File: config.mk
export PLATFORM = sky130hd
export DESIGN_NAME = icmp_echo_top
export DESIGN_NICKNAME = d
export VERILOG_FILES = /design/src/hdl/icmp_pkg.sv /design/src/hdl/icmp_job_if.sv /design/src/hdl/icmp_frame_decode.sv /design/src/hdl/icmp_reply_header.sv /design/src/hdl/icmp_payload_rewrite.sv /design/src/hdl/icmp_echo_top.sv
export SDC_FILE = /design/constraint.sdc
export NUM_CORES = 1
export LEC_CHECK = 0
export BUFFER_PORTS_ARGS = -buffer_cell sky130_fd_sc_hd__buf_2
export CORE_ASPECT_RATIO = 1.5
export CORE_MARGIN = 8
export CORE_UTILIZATION = 45
export CTS_CLUSTER_SIZE = 24
export DETAILED_ROUTE_END_ITERATION = 8
export PLACE_DENSITY = 0.95
export SLEW_MARGIN = 0
export SYNTH_ARGS = -nofsm -noshare
export SYNTH_HDL_FRONTEND = slang
export SYNTH_SLANG_ARGS = --single-unit
File: constraint.sdc
create_clock -name clk -period 10.5 [get_ports clk]
set_clock_uncertainty 0.2 [all_clocks]
set_input_delay 1.05 -clock clk [delete_from_list [all_inputs] [get_ports clk]]
set_output_delay 1.05 -clock clk [all_outputs]
set_load 0.01 [all_outputs]
File: src/hdl/icmp_pkg.sv
`default_nettype none

package icmp_pkg;

    // ============================================================
    // field widths
    // ============================================================
    localparam int IP_ADDR_W = 32;
    localparam int IP_LEN_W  = 16;

    // ============================================================
    // protocol values
    // ============================================================
    localparam logic [7:0] ICMP_PROTO        = 8'd1;
    localparam logic [7:0] ICMP_ECHO_REQUEST = 8'd8;
    localparam logic [7:0] ICMP_ECHO_REPLY   = 8'd0;

    // request type minus reply type lands in the checksum high byte
    localparam logic [7:0] CSUM_DELTA        = 8'd8;

endpackage

`default_nettype wire

File: src/hdl/icmp_job_if.sv
`timescale 1ns/1ps
`default_nettype none

interface icmp_job_if
    import icmp_pkg::*;
();

    logic                 job_valid;         // a frame is the current job
    logic                 drop;              // meaningful only with job_valid
    logic [IP_ADDR_W-1:0] reply_source_ip;
    logic [IP_ADDR_W-1:0] reply_dest_ip;
    logic [IP_LEN_W-1:0]  reply_length;
    logic                 hdr_sent;          // reply header handshake
    logic                 frame_done;        // last payload beat of the job

    modport decode (
        output job_valid, drop, reply_source_ip, reply_dest_ip, reply_length,
        input  frame_done
    );

    modport header (
        input  job_valid, drop, reply_source_ip, reply_dest_ip, reply_length,
        output hdr_sent
    );

    modport payload (
        input  job_valid, drop, hdr_sent,
        output frame_done
    );

endinterface

`default_nettype wire

File: src/hdl/icmp_frame_decode.sv
`timescale 1ns/1ps
`default_nettype none

module icmp_frame_decode
    import icmp_pkg::*;
(
    input  logic                 clk,
    input  logic                 rst,
    input  logic                 s_ip_hdr_valid,
    output logic                 s_ip_hdr_ready,
    input  logic [IP_LEN_W-1:0]  s_ip_length,
    input  logic [7:0]           s_ip_protocol,
    input  logic [IP_ADDR_W-1:0] s_ip_source_ip,
    input  logic [IP_ADDR_W-1:0] s_ip_dest_ip,
    input  logic [7:0]           s_payload_tdata,
    input  logic                 s_payload_tvalid,
    input  logic [IP_ADDR_W-1:0] local_ip,
    icmp_job_if.decode           job
);

    logic decide;
    logic is_echo;

    // the first payload byte is only looked at here, the payload unit consumes it later
    assign decide  = !job.job_valid && s_ip_hdr_valid && s_payload_tvalid;
    assign is_echo = (s_ip_protocol == ICMP_PROTO) &&
                     (s_ip_dest_ip == local_ip) &&
                     (s_payload_tdata == ICMP_ECHO_REQUEST);

    // ============================================================
    // job control
    // ============================================================
    always_ff @(posedge clk)
    begin
        if (rst)
        begin
            job.job_valid  <= 1'b0;
            s_ip_hdr_ready <= 1'b0;
        end
        else
        begin
            s_ip_hdr_ready <= decide;              // one-cycle acceptance pulse
            if (decide)
                job.job_valid <= 1'b1;
            else if (job.frame_done)
                job.job_valid <= 1'b0;             // idle for one cycle between frames
        end
    end

    // ============================================================
    // job fields, held until frame_done
    // ============================================================
    always_ff @(posedge clk)
    begin
        if (decide)
        begin
            job.drop            <= !is_echo;
            job.reply_source_ip <= s_ip_dest_ip;   // addresses swapped for the reply
            job.reply_dest_ip   <= s_ip_source_ip;
            job.reply_length    <= s_ip_length;
        end
    end

    // a frame may only end as the current job, so the next decision sees a fresh first byte
    assert property (@(posedge clk) disable iff (rst)
        job.frame_done |-> job.job_valid)
        else $error("a frame ended while no job was active");

endmodule

`default_nettype wire

File: src/hdl/icmp_reply_header.sv
`timescale 1ns/1ps
`default_nettype none

module icmp_reply_header
    import icmp_pkg::*;
#(
    parameter logic [7:0] REPLY_TTL  = 8'd64,
    parameter logic [5:0] REPLY_DSCP = 6'd0
)
(
    input  logic                 clk,
    input  logic                 rst,
    output logic                 m_ip_hdr_valid,
    input  logic                 m_ip_hdr_ready,
    output logic [IP_LEN_W-1:0]  m_ip_length,
    output logic [5:0]           m_ip_dscp,
    output logic [1:0]           m_ip_ecn,
    output logic [7:0]           m_ip_ttl,
    output logic [7:0]           m_ip_protocol,
    output logic [IP_ADDR_W-1:0] m_ip_source_ip,
    output logic [IP_ADDR_W-1:0] m_ip_dest_ip,
    icmp_job_if.header           job
);

    logic hdr_done;    // header of the current job already went out

    assign job.hdr_sent = m_ip_hdr_valid && m_ip_hdr_ready;

    always_ff @(posedge clk)
    begin
        if (rst)
        begin
            m_ip_hdr_valid <= 1'b0;
            hdr_done       <= 1'b0;
        end
        else
        begin
            if (!job.job_valid)
                hdr_done <= 1'b0;
            if (job.hdr_sent)
            begin
                m_ip_hdr_valid <= 1'b0;
                hdr_done       <= 1'b1;
            end
            else if (job.job_valid && !job.drop && !hdr_done)
                m_ip_hdr_valid <= 1'b1;            // once per reply job
        end
    end

    assign m_ip_length    = job.reply_length;
    assign m_ip_dscp      = REPLY_DSCP;
    assign m_ip_ecn       = 2'b00;
    assign m_ip_ttl       = REPLY_TTL;
    assign m_ip_protocol  = ICMP_PROTO;
    assign m_ip_source_ip = job.reply_source_ip;
    assign m_ip_dest_ip   = job.reply_dest_ip;

    // the decode unit must hold the job fields while the header is stalled
    assert property (@(posedge clk) disable iff (rst)
        m_ip_hdr_valid && !m_ip_hdr_ready |=> m_ip_hdr_valid &&
            $stable(m_ip_length) && $stable(m_ip_source_ip) && $stable(m_ip_dest_ip))
        else $error("reply header changed while stalled");

endmodule

`default_nettype wire

File: src/hdl/icmp_payload_rewrite.sv
`timescale 1ns/1ps
`default_nettype none

module icmp_payload_rewrite
    import icmp_pkg::*;
(
    input  logic        clk,
    input  logic        rst,
    input  logic [7:0]  s_payload_tdata,
    input  logic        s_payload_tvalid,
    output logic        s_payload_tready,
    input  logic        s_payload_tlast,
    output logic [7:0]  m_payload_tdata,
    output logic        m_payload_tvalid,
    input  logic        m_payload_tready,
    output logic        m_payload_tlast,
    icmp_job_if.payload job
);

    logic       fwd;          // reply payload is being forwarded
    logic       drop_mode;
    logic       beat;
    logic [2:0] beat_cnt;     // sticks at 4, only bytes 0 to 3 matter
    logic [8:0] csum_hi;
    logic       csum_carry;

    assign drop_mode = job.job_valid && job.drop;

    // ============================================================
    // stream handshake
    // ============================================================
    assign m_payload_tvalid = fwd && s_payload_tvalid;
    assign m_payload_tlast  = fwd && s_payload_tlast;
    assign s_payload_tready = drop_mode || (fwd && m_payload_tready);
    assign beat             = s_payload_tvalid && s_payload_tready;
    assign job.frame_done   = beat && s_payload_tlast;

    always_ff @(posedge clk)
    begin
        if (rst)
            fwd <= 1'b0;
        else if (job.hdr_sent)
            fwd <= 1'b1;
        else if (fwd && job.frame_done)
            fwd <= 1'b0;
    end

    always_ff @(posedge clk)
    begin
        if (rst)
            beat_cnt <= 3'd0;
        else if (fwd && beat)
        begin
            if (s_payload_tlast)
                beat_cnt <= 3'd0;                  // ready for the next reply
            else if (beat_cnt != 3'd4)
                beat_cnt <= beat_cnt + 3'd1;
        end
    end

    // ============================================================
    // type and checksum rewrite
    // ============================================================
    assign csum_hi = {1'b0, s_payload_tdata} + {1'b0, CSUM_DELTA};

    // the carry out of the high byte wraps into the low byte
    always_ff @(posedge clk)
    begin
        if (fwd && beat && beat_cnt == 3'd2)
            csum_carry <= csum_hi[8];
    end

    always_comb
    begin
        case (beat_cnt)
            3'd0:    m_payload_tdata = ICMP_ECHO_REPLY;
            3'd2:    m_payload_tdata = csum_hi[7:0];
            3'd3:    m_payload_tdata = s_payload_tdata + {7'd0, csum_carry};
            default: m_payload_tdata = s_payload_tdata;
        endcase
    end

    // forwarding starts only on a header handshake, which a dropped job never gets
    assert property (@(posedge clk) disable iff (rst)
        job.drop |-> !m_payload_tvalid)
        else $error("payload forwarded for a dropped frame");

endmodule

`default_nettype wire

File: src/hdl/icmp_echo_top.sv
`timescale 1ns/1ps
`default_nettype none

module icmp_echo_top
    import icmp_pkg::*;
#(
    parameter logic [7:0] REPLY_TTL  = 8'd64,
    parameter logic [5:0] REPLY_DSCP = 6'd0
)
(
    input  logic                 clk,
    input  logic                 rst,
    // ============================================================
    // IP frame input
    // ============================================================
    input  logic                 s_ip_hdr_valid,
    output logic                 s_ip_hdr_ready,
    input  logic [IP_LEN_W-1:0]  s_ip_length,
    input  logic [7:0]           s_ip_protocol,
    input  logic [IP_ADDR_W-1:0] s_ip_source_ip,
    input  logic [IP_ADDR_W-1:0] s_ip_dest_ip,
    input  logic [7:0]           s_payload_tdata,
    input  logic                 s_payload_tvalid,
    output logic                 s_payload_tready,
    input  logic                 s_payload_tlast,
    // ============================================================
    // echo reply output
    // ============================================================
    output logic                 m_ip_hdr_valid,
    input  logic                 m_ip_hdr_ready,
    output logic [IP_LEN_W-1:0]  m_ip_length,
    output logic [5:0]           m_ip_dscp,
    output logic [1:0]           m_ip_ecn,
    output logic [7:0]           m_ip_ttl,
    output logic [7:0]           m_ip_protocol,
    output logic [IP_ADDR_W-1:0] m_ip_source_ip,
    output logic [IP_ADDR_W-1:0] m_ip_dest_ip,
    output logic [7:0]           m_payload_tdata,
    output logic                 m_payload_tvalid,
    input  logic                 m_payload_tready,
    output logic                 m_payload_tlast,
    input  logic [IP_ADDR_W-1:0] local_ip
);

    icmp_job_if job_if ();

    icmp_frame_decode icmp_frame_decode_inst (
        .clk              (clk),
        .rst              (rst),
        .s_ip_hdr_valid   (s_ip_hdr_valid),
        .s_ip_hdr_ready   (s_ip_hdr_ready),
        .s_ip_length      (s_ip_length),
        .s_ip_protocol    (s_ip_protocol),
        .s_ip_source_ip   (s_ip_source_ip),
        .s_ip_dest_ip     (s_ip_dest_ip),
        .s_payload_tdata  (s_payload_tdata),
        .s_payload_tvalid (s_payload_tvalid),
        .local_ip         (local_ip),
        .job              (job_if.decode)
    );

    icmp_reply_header #(
        .REPLY_TTL  (REPLY_TTL),
        .REPLY_DSCP (REPLY_DSCP)
    ) icmp_reply_header_inst (
        .clk            (clk),
        .rst            (rst),
        .m_ip_hdr_valid (m_ip_hdr_valid),
        .m_ip_hdr_ready (m_ip_hdr_ready),
        .m_ip_length    (m_ip_length),
        .m_ip_dscp      (m_ip_dscp),
        .m_ip_ecn       (m_ip_ecn),
        .m_ip_ttl       (m_ip_ttl),
        .m_ip_protocol  (m_ip_protocol),
        .m_ip_source_ip (m_ip_source_ip),
        .m_ip_dest_ip   (m_ip_dest_ip),
        .job            (job_if.header)
    );

    icmp_payload_rewrite icmp_payload_rewrite_inst (
        .clk              (clk),
        .rst              (rst),
        .s_payload_tdata  (s_payload_tdata),
        .s_payload_tvalid (s_payload_tvalid),
        .s_payload_tready (s_payload_tready),
        .s_payload_tlast  (s_payload_tlast),
        .m_payload_tdata  (m_payload_tdata),
        .m_payload_tvalid (m_payload_tvalid),
        .m_payload_tready (m_payload_tready),
        .m_payload_tlast  (m_payload_tlast),
        .job              (job_if.payload)
    );

endmodule

`default_nettype wire

==> impl_metrics.prom, run 1 <==
# TYPE chip_impl_metric gauge
chip_impl_metric{name="synthesis.area",unit="mm²"} 0.00377
chip_impl_metric{name="worst_slew_margin_rel",unit="%"} 43.4
chip_impl_metric{name="switchingPower",unit="W"} 0.000182
chip_impl_metric{name="wl",unit="µm"} 10900
chip_impl_metric{name="first_iter_violations",unit=""} 158
chip_impl_metric{name="wl_per_cell",unit="µm"} 18.2
chip_impl_metric{name="ctsLongestPathBuffers",unit=""} 2
chip_impl_metric{name="syn-mean-instance-area",unit="µm²"} 14.9
chip_impl_metric{name="via_count",unit=""} 2914
chip_impl_metric{name="pin_count",unit=""} 252
chip_impl_metric{name="worst-path-buf-inv",unit=""} 2
chip_impl_metric{name="clock_transition_at_the_registers_of_the_reported_paths",unit="ns"} 0.06
chip_impl_metric{name="gp_congestion",unit=""} 0.887
chip_impl_metric{name="register_area",unit="mm²"} 0.00262
chip_impl_metric{name="route.detailed.vias_per_inst",unit=""} 4.86
chip_impl_metric{name="die_y",unit="µm"} 128
chip_impl_metric{name="die-area",unit="mm²"} 0.0116
chip_impl_metric{name="effective_utilization_at_floorplan",unit="%"} 45.6
chip_impl_metric{name="cts_resized",unit=""} 0
chip_impl_info{name="worst_hold_path_type",value="register to register"} 1
chip_impl_info{name="timing.critical_path.cells",value="buf_2, ha_1, ha_1, nand2_1, a21oi_1, a21oi_1, nor3_1, buf_2"} 1
chip_impl_metric{name="pwr-share-seq",unit="%"} 49.3
chip_impl_metric{name="route.detailed.drc",unit=""} 0
chip_impl_metric{name="cts_hold_repair.buffers",unit=""} 0
chip_impl_metric{name="p_leak",unit="nW"} 2.33
chip_impl_metric{name="final_period_minus_worst_setup_slack",unit="ns"} 3.58
chip_impl_metric{name="grt_first_pass_wirelength",unit="µm"} 16600
chip_impl_metric{name="drive_above_1_share",unit="%"} 50.6
chip_impl_metric{name="grt_overflow",unit=""} 0
chip_impl_metric{name="groute.layer.met2.usage",unit="%"} 33.8
chip_impl_metric{name="power_per_cell_area",unit="mW/mm²"} 159
chip_impl_metric{name="critical_path_peak_fanout",unit=""} 4
chip_impl_metric{name="max_cap_viol_count",unit=""} 0
chip_impl_metric{name="placed_cells_incl_taps",unit=""} 583
chip_impl_metric{name="global_route.usage.met1",unit="%"} 16.2
chip_impl_metric{name="totalNegativeSetupSlack",unit="ns"} 0
chip_impl_metric{name="signed_area_change_from_the_synthesized_netlist_to_the_final_layout",unit="%"} 39.6
chip_impl_metric{name="p_int",unit="W"} 0.000655
chip_impl_metric{name="filler_cell_count",unit=""} 677
chip_impl_metric{name="n_antenna_cell",unit=""} 0
chip_impl_metric{name="place.port_buffers",unit=""} 227
chip_impl_metric{name="design.final.nets",unit=""} 629
chip_impl_metric{name="core-area",unit="mm²"} 0.00826
chip_impl_metric{name="sw_frac_of_total",unit="%"} 21.8
chip_impl_info{name="worst_path_max_delay_cell",value="ha_1"} 1
chip_impl_metric{name="power_frac_clock",unit="%"} 40.9
chip_impl_info{name="crit_type",value="input pin to output port"} 1
chip_impl_metric{name="gr-usage-all-layers",unit="%"} 18.6
chip_impl_info{name="cts_tree",value="yes"} 1
chip_impl_metric{name="ys_types",unit=""} 37
chip_impl_metric{name="grtUsageMet3",unit="%"} 10.1
chip_impl_metric{name="synth_edf_count",unit=""} 82
chip_impl_metric{name="p_comb_share",unit="%"} 9.8
chip_impl_metric{name="place_hpwl",unit="µm"} 9090
chip_impl_metric{name="ir_drop",unit="mV"} 0.112
chip_impl_metric{name="synth-seq-area-share",unit="%"} 69.6
chip_impl_metric{name="first_global_vias",unit=""} 3268
chip_impl_metric{name="worstMarginPinSlew",unit="ns"} 0.849
chip_impl_metric{name="die_width",unit="µm"} 90.7
chip_impl_metric{name="setup_viol",unit=""} 0
chip_impl_info{name="root_buffer",value="clkbuf_16"} 1
chip_impl_metric{name="total_power",unit="W"} 0.000837
chip_impl_metric{name="final-hold-violation-count",unit=""} 0
chip_impl_metric{name="pin_count_of_the_biggest_net_entering_global_routing",unit=""} 69
chip_impl_metric{name="drt_pre_antenna_iters",unit=""} 4
chip_impl_metric{name="insertion_delay",unit="ns"} 0.33
chip_impl_metric{name="drv_slew",unit=""} 0
chip_impl_metric{name="largest_incremental_delay_on_the_critical_path",unit="ns"} 0.25
chip_impl_metric{name="antenna_violating_nets_post_route",unit=""} 0
chip_impl_metric{name="h-tree-depth",unit=""} 3
chip_impl_metric{name="number_of_setup_buffers_added_after_cts",unit=""} 0
chip_impl_info{name="grt_setup_unrepaired",value="no"} 1
chip_impl_info{name="synth-main-ff-cell",value="edfxtp_1"} 1
chip_impl_metric{name="row_count",unit=""} 41
chip_impl_metric{name="worstPathArrival",unit="ns"} 2.33
chip_impl_info{name="start_kind",value="input pin"} 1
chip_impl_info{name="status",value="completed"} 1
chip_impl_info{name="grt_busiest_layer",value="met2"} 1
chip_impl_metric{name="highest_achievable_clock_rate",unit="MHz"} 280
chip_impl_metric{name="numClockSinks",unit=""} 90
chip_impl_metric{name="clock_buffers_created_by_tritoncts",unit=""} 9
chip_impl_metric{name="post_synth_inst_count",unit=""} 253
chip_impl_metric{name="crit_required",unit="ns"} 9.25
chip_impl_info{name="cpLargestDelayFamily",value="adder cells"} 1
chip_impl_metric{name="final_cell_count_no_fill",unit=""} 599
chip_impl_metric{name="fin_crit_sh",unit="%"} 34.1
chip_impl_info{name="final_common_cell",value="buf_2"} 1
chip_impl_metric{name="multiInputGateArea",unit="mm²"} 0.00102
chip_impl_metric{name="ys_async_sr_fraction",unit="%"} 0
chip_impl_info{name="end_kind",value="output port"} 1
chip_impl_metric{name="ys_warn_count",unit=""} 0
chip_impl_metric{name="ys_seq_elements",unit=""} 90
chip_impl_metric{name="grt_antenna_before_repair",unit=""} 2
chip_impl_info{name="layout.cells.most_common_list",value="buf_2, edfxtp_1, xor2_1, conb_1, a21oi_1"} 1
worst min-delay path, stage by stage, from the launching register on:
cell and delay [ns]:
dfxtp_1 0.31, nand2_1 0.05, a21oi_1 0.06
worst paths after layout:
path | end | slack, ns | start | cells after the start
worst max-delay path | m_payload_tdata[6] | 6.92 | s_payload_tdata[0] | 8
worst min-delay path | icmp_reply_header_inst.hdr_done | 0.27 | icmp_reply_header_inst.hdr_done | 2
worst max register to register | icmp_frame_decode_inst.job.reply_dest_ip[5] | 8.37 | icmp_frame_decode_inst.job.job_valid | 2
worst min register to register | icmp_reply_header_inst.hdr_done | 0.27 | icmp_reply_header_inst.hdr_done | 2
registers in the layout, indices dropped and copies added, names as in the netlist:
register and count:
icmp_payload_rewrite_inst.fwd 1, icmp_reply_header_inst.m_ip_hdr_valid 1, icmp_frame_decode_inst.job.reply_source_ip 32, icmp_frame_decode_inst.job.drop 1, icmp_frame_decode_inst.s_ip_hdr_ready 1, icmp_frame_decode_inst.job.job_valid 1, icmp_payload_rewrite_inst.beat_cnt 3, icmp_payload_rewrite_inst.csum_carry 1
icmp_frame_decode_inst.job.reply_length 16, icmp_reply_header_inst.hdr_done 1, icmp_frame_decode_inst.job.reply_dest_ip 32
Yosys cell counts (2+ instances only):
master	n	area share (%)
edfxtp_1	82	65
xor2_1	29	6.7
buf_4	24	4.8
a21oi_1	13	1.7
nand2_1	12	1.2
dfxtp_1	8	4.3
nand3_1	8	1.1
nor2_1	8	0.80
nor4_1	8	1.3
ha_1	7	2.3
xnor2_1	6	1.4
a22o_1	4	0.93
inv_1	4	0.40
nand4_1	4	0.66
o21ai_0	4	0.53
and2_1	3	0.50
nand2b_1	3	0.50
nor3_1	3	0.40
clkbuf_1	2	0.20
conb_1	2	0.20
nor2b_1	2	0.33
nor4b_1	2	0.47
area by class of cell:
cell class / instances / share of cell area [%]
inverter: 4 / 0.285
sequential: 90 / 49.9
clock buffer: 9 / 4.28
timing repair buffer: 228 / 21.7
clock inverter: 7 / 1.88
multi-input combinational: 154 / 19.4
tap: 107 / 2.55
through the flow:
stage	setup slack (ns)	hold slack [ns]	cell area, µm²	utilization [%]
2_1_floorplan	5.24	0.236	3850	-
3_3_place_gp	7.05	0.245	4940	59.8
3_5_place_dp	6.95	0.262	4940	59.8
4_1_cts	6.95	0.270	5260	63.7
5_1_grt	6.75	0.312	5260	63.7
6_report	6.92	0.267	5260	63.7
layer usage:
metal | part of all wire (%) | vias to the layer above
met5 | 0.20 | -
met4 | 2.3 | 4
met3 | 12 | 20
met2 | 53 | 181
met1 | 32 | 1348
li1 | - | 1361
power by group through the flow:
stage                     sequential, W  clock, W  combinational (W)
after floorplan                0.000430         0          0.0000306
after global placement         0.000420         0          0.0000785
after detailed placement       0.000420         0          0.0000822
after CTS                      0.000413  0.000349          0.0000826
after global routing           0.000414  0.000364          0.0000895
final                          0.000413  0.000342          0.0000820
kinds of logic (layout without fill, tap and decap cells):
logic type	Yosys count	count (layout)	share of synthesized area [%]
other cells	2	24	0.199
compound gates	28	28	4.68
mux	1	1	0.266
xor+xnor	35	35	8.14
flops	90	90	69.6
buf+inv	31	248	5.68
fa+ha+maj	7	7	2.32
simple gates	59	59	9.10
(Power assumes the default switching activity.)
==> run 2, diff against run 1 <==
CORE_UTILIZATION = 38   (was 45)
PLACE_DENSITY = 0.87   (was 0.95)
clock period = 2.92 ns   (was 10.5 ns; I/O delays follow)
==> run 2 against run 1 <==
Net effect: routed wire length up 23%; first-iteration DRC count down 3.8%; worst setup slack worse by 6.5 ns; sequential share of layout area down 6.6 points.
==> impl_metrics.prom, run 2 (synthesis gave the netlist of run 1 again) <==
# TYPE chip_impl_metric gauge
chip_impl_info{name="final_common_cell",value="buf_2"} 1
chip_impl_info{name="worstReg2RegStart",value="icmp_frame_decode_inst.job.job_valid"} 1
chip_impl_metric{name="pin_count",unit=""} 252
chip_impl_metric{name="numClockSinks",unit=""} 90
chip_impl_metric{name="signed_area_change_from_the_synthesized_netlist_to_the_final_layout",unit="%"} 60.9
chip_impl_metric{name="drv_slew",unit=""} 0
chip_impl_metric{name="power_per_cell_area",unit="mW/mm²"} 507
chip_impl_metric{name="critical_path_peak_fanout",unit=""} 12
chip_impl_metric{name="final_util",unit="%"} 62.6
chip_impl_metric{name="worstMarginPinSlew",unit="ns"} 0.770
chip_impl_metric{name="worstPathArrival",unit="ns"} 2.05
chip_impl_info{name="path_common_cell",value="ha_1"} 1
chip_impl_metric{name="via_count",unit=""} 3263
chip_impl_metric{name="cts_hold_repair.buffers",unit=""} 79
chip_impl_metric{name="first_global_vias",unit=""} 3681
chip_impl_metric{name="grt_antenna_before_repair",unit=""} 0
chip_impl_info{name="start_kind",value="register"} 1
chip_impl_info{name="layout.cells.most_common_list",value="buf_2, edfxtp_1, dlygate4sd3_1, xor2_1, conb_1"} 1
chip_impl_info{name="largestRegisters",value="icmp_frame_decode_inst.job.reply_dest_ip x32, icmp_frame_decode_inst.job.reply_source_ip x32, icmp_frame_decode_inst.job.reply_length x16"} 1
chip_impl_info{name="worst_path_max_delay_cell",value="ha_1"} 1
chip_impl_metric{name="grt_first_pass_wirelength",unit="µm"} 19700
chip_impl_metric{name="timing.hold.worst_path_depth",unit=""} 2
chip_impl_metric{name="row_count",unit=""} 44
chip_impl_info{name="critPathLaunch",value="icmp_payload_rewrite_inst.beat_cnt[1]"} 1
chip_impl_metric{name="route.detailed.drc",unit=""} 0
chip_impl_metric{name="place_hpwl",unit="µm"} 9300
chip_impl_metric{name="n_antenna_cell",unit=""} 0
chip_impl_metric{name="h-tree-depth",unit=""} 3
chip_impl_metric{name="highest_achievable_clock_rate",unit="MHz"} 393
chip_impl_metric{name="crit_required",unit="ns"} 2.43
chip_impl_metric{name="ir_drop",unit="mV"} 0.478
chip_impl_metric{name="insertion_delay",unit="ns"} 0.32
chip_impl_metric{name="gr-usage-all-layers",unit="%"} 19.0
chip_impl_info{name="timing.critical_path.cells",value="ha_1, ha_1, o21bai_1, nand2_1, a22o_1, buf_2"} 1
chip_impl_info{name="cts_tree",value="yes"} 1
chip_impl_metric{name="setup_viol",unit=""} 0
chip_impl_metric{name="die-area",unit="mm²"} 0.0134
chip_impl_metric{name="die_width",unit="µm"} 97.3
chip_impl_metric{name="pin_count_of_the_biggest_net_entering_global_routing",unit=""} 60
chip_impl_metric{name="drive_above_1_share",unit="%"} 43.4
chip_impl_info{name="crit_type",value="register to output port"} 1
chip_impl_metric{name="fin_crit_sh",unit="%"} 87.1
chip_impl_metric{name="die_y",unit="µm"} 138
chip_impl_metric{name="worst_slew_margin_rel",unit="%"} 48.7
chip_impl_metric{name="final.hold.worst_slack",unit="ns"} 0.0357
chip_impl_metric{name="wl_per_cell",unit="µm"} 19.6
chip_impl_metric{name="grt_overflow",unit=""} 0
chip_impl_metric{name="number_of_setup_buffers_added_after_cts",unit=""} 0
chip_impl_metric{name="filler_cell_count",unit=""} 717
chip_impl_metric{name="first_iter_violations",unit=""} 152
chip_impl_metric{name="place.port_buffers",unit=""} 227
chip_impl_metric{name="largest_incremental_delay_on_the_critical_path",unit="ns"} 0.38
chip_impl_metric{name="timing.reg2reg.setup_slack",unit="ns"} 1.18
chip_impl_metric{name="p_leak",unit="nW"} 2.66
chip_impl_metric{name="drt_pre_antenna_iters",unit=""} 4
chip_impl_info{name="status",value="completed"} 1
chip_impl_metric{name="fin_ws",unit="ns"} 0.376
chip_impl_metric{name="final_period_minus_worst_setup_slack",unit="ns"} 2.54
chip_impl_metric{name="cts_resized",unit=""} 0
chip_impl_metric{name="final-hold-violation-count",unit=""} 0
chip_impl_info{name="crit_path_end",value="m_payload_tdata[2]"} 1
chip_impl_metric{name="core-area",unit="mm²"} 0.00969
chip_impl_info{name="grt_setup_unrepaired",value="no"} 1
chip_impl_metric{name="gp_congestion",unit=""} 0.889
chip_impl_metric{name="route.detailed.vias_per_inst",unit=""} 4.75
chip_impl_metric{name="ctsLongestPathBuffers",unit=""} 2
chip_impl_metric{name="design.final.nets",unit=""} 710
chip_impl_info{name="end_kind",value="output port"} 1
chip_impl_metric{name="effective_utilization_at_floorplan",unit="%"} 38.9
chip_impl_metric{name="wl",unit="µm"} 13400
chip_impl_metric{name="pre_cts_slack",unit="ns"} 0.720
chip_impl_info{name="worst_hold_path_type",value="input pin to register"} 1
chip_impl_metric{name="max_cap_viol_count",unit=""} 0
chip_impl_metric{name="totalNegativeSetupSlack",unit="ns"} 0
chip_impl_metric{name="ff2ff_path_depth",unit=""} 2
chip_impl_info{name="timing.rr.end",value="icmp_frame_decode_inst.job.reply_source_ip[31]"} 1
chip_impl_metric{name="clock_transition_at_the_registers_of_the_reported_paths",unit="ns"} 0.06
chip_impl_metric{name="clock_buffers_created_by_tritoncts",unit=""} 9
chip_impl_info{name="root_buffer",value="clkbuf_16"} 1
chip_impl_metric{name="antenna_violating_nets_post_route",unit=""} 0
## run 2: worst max-delay path: cells and delay by family (launching register included)
kind                     cells  cell delay (ns)
AO/OA/AOI/OAI                2             0.52
adder cells (fa/ha/maj)      2             0.56
buffers and inverters        1             0.13
flip-flops                   1             0.37
AND/OR/NAND/NOR              1             0.16
## run 2: per-layer routing
layer | global-route usage, % | wire length, µm | vias to the layer above
met5 | 0 | 0 | -
li1 | - | - | 1516
met3 | 8.13 | 1260 | 21
met2 | 35.8 | 7250 | 179
met1 | 18.1 | 4630 | 1547
met4 | 6.76 | 279 | 0
## run 2: how the worst min path moves through the flow
stage                                         start                                             end
floorplan                         s_ip_source_ip[0]     icmp_frame_decode_inst.job.reply_dest_ip[0]
global placement    icmp_reply_header_inst.hdr_done                 icmp_reply_header_inst.hdr_done
detailed placement  icmp_reply_header_inst.hdr_done                 icmp_reply_header_inst.hdr_done
CTS                                s_ip_dest_ip[18]  icmp_frame_decode_inst.job.reply_source_ip[18]
global route                                    rst           icmp_payload_rewrite_inst.beat_cnt[2]
finish                                          rst           icmp_payload_rewrite_inst.beat_cnt[2]
## run 2: per-stage QoR
step / instance area (µm²) / power (W) / cells
floorplan: 3860 / 0.00165 / 275
finish: 6060 / 0.00307 / 687
global route: 6060 / 0.00317 / 687
detailed placement: 4950 / 0.00181 / 592
CTS: 6050 / 0.00308 / 686
global placement: 4950 / 0.00180 / 592
## run 2: cell type report
class                   count  area [µm²]  share of cell area (%)
clock buffers               9         225                    3.72
inverters                   4        15.0                   0.248
repair buffers            309        1950                    32.2
multi-input cells         154        1020                    16.8
clock inverters             6        82.6                    1.36
well taps                 115         144                    2.37
flip-flops and latches     90        2620                    43.3
## run 2: where the power goes
| part | internal [W] | switching (W) |
|---|---|---|
| clock | 0.000740 | 0.000447 |
| combinational | 0.000199 | 0.000199 |
| sequential | 0.00147 | 0.0000165 |
| total | 0.00241 | 0.000663 |
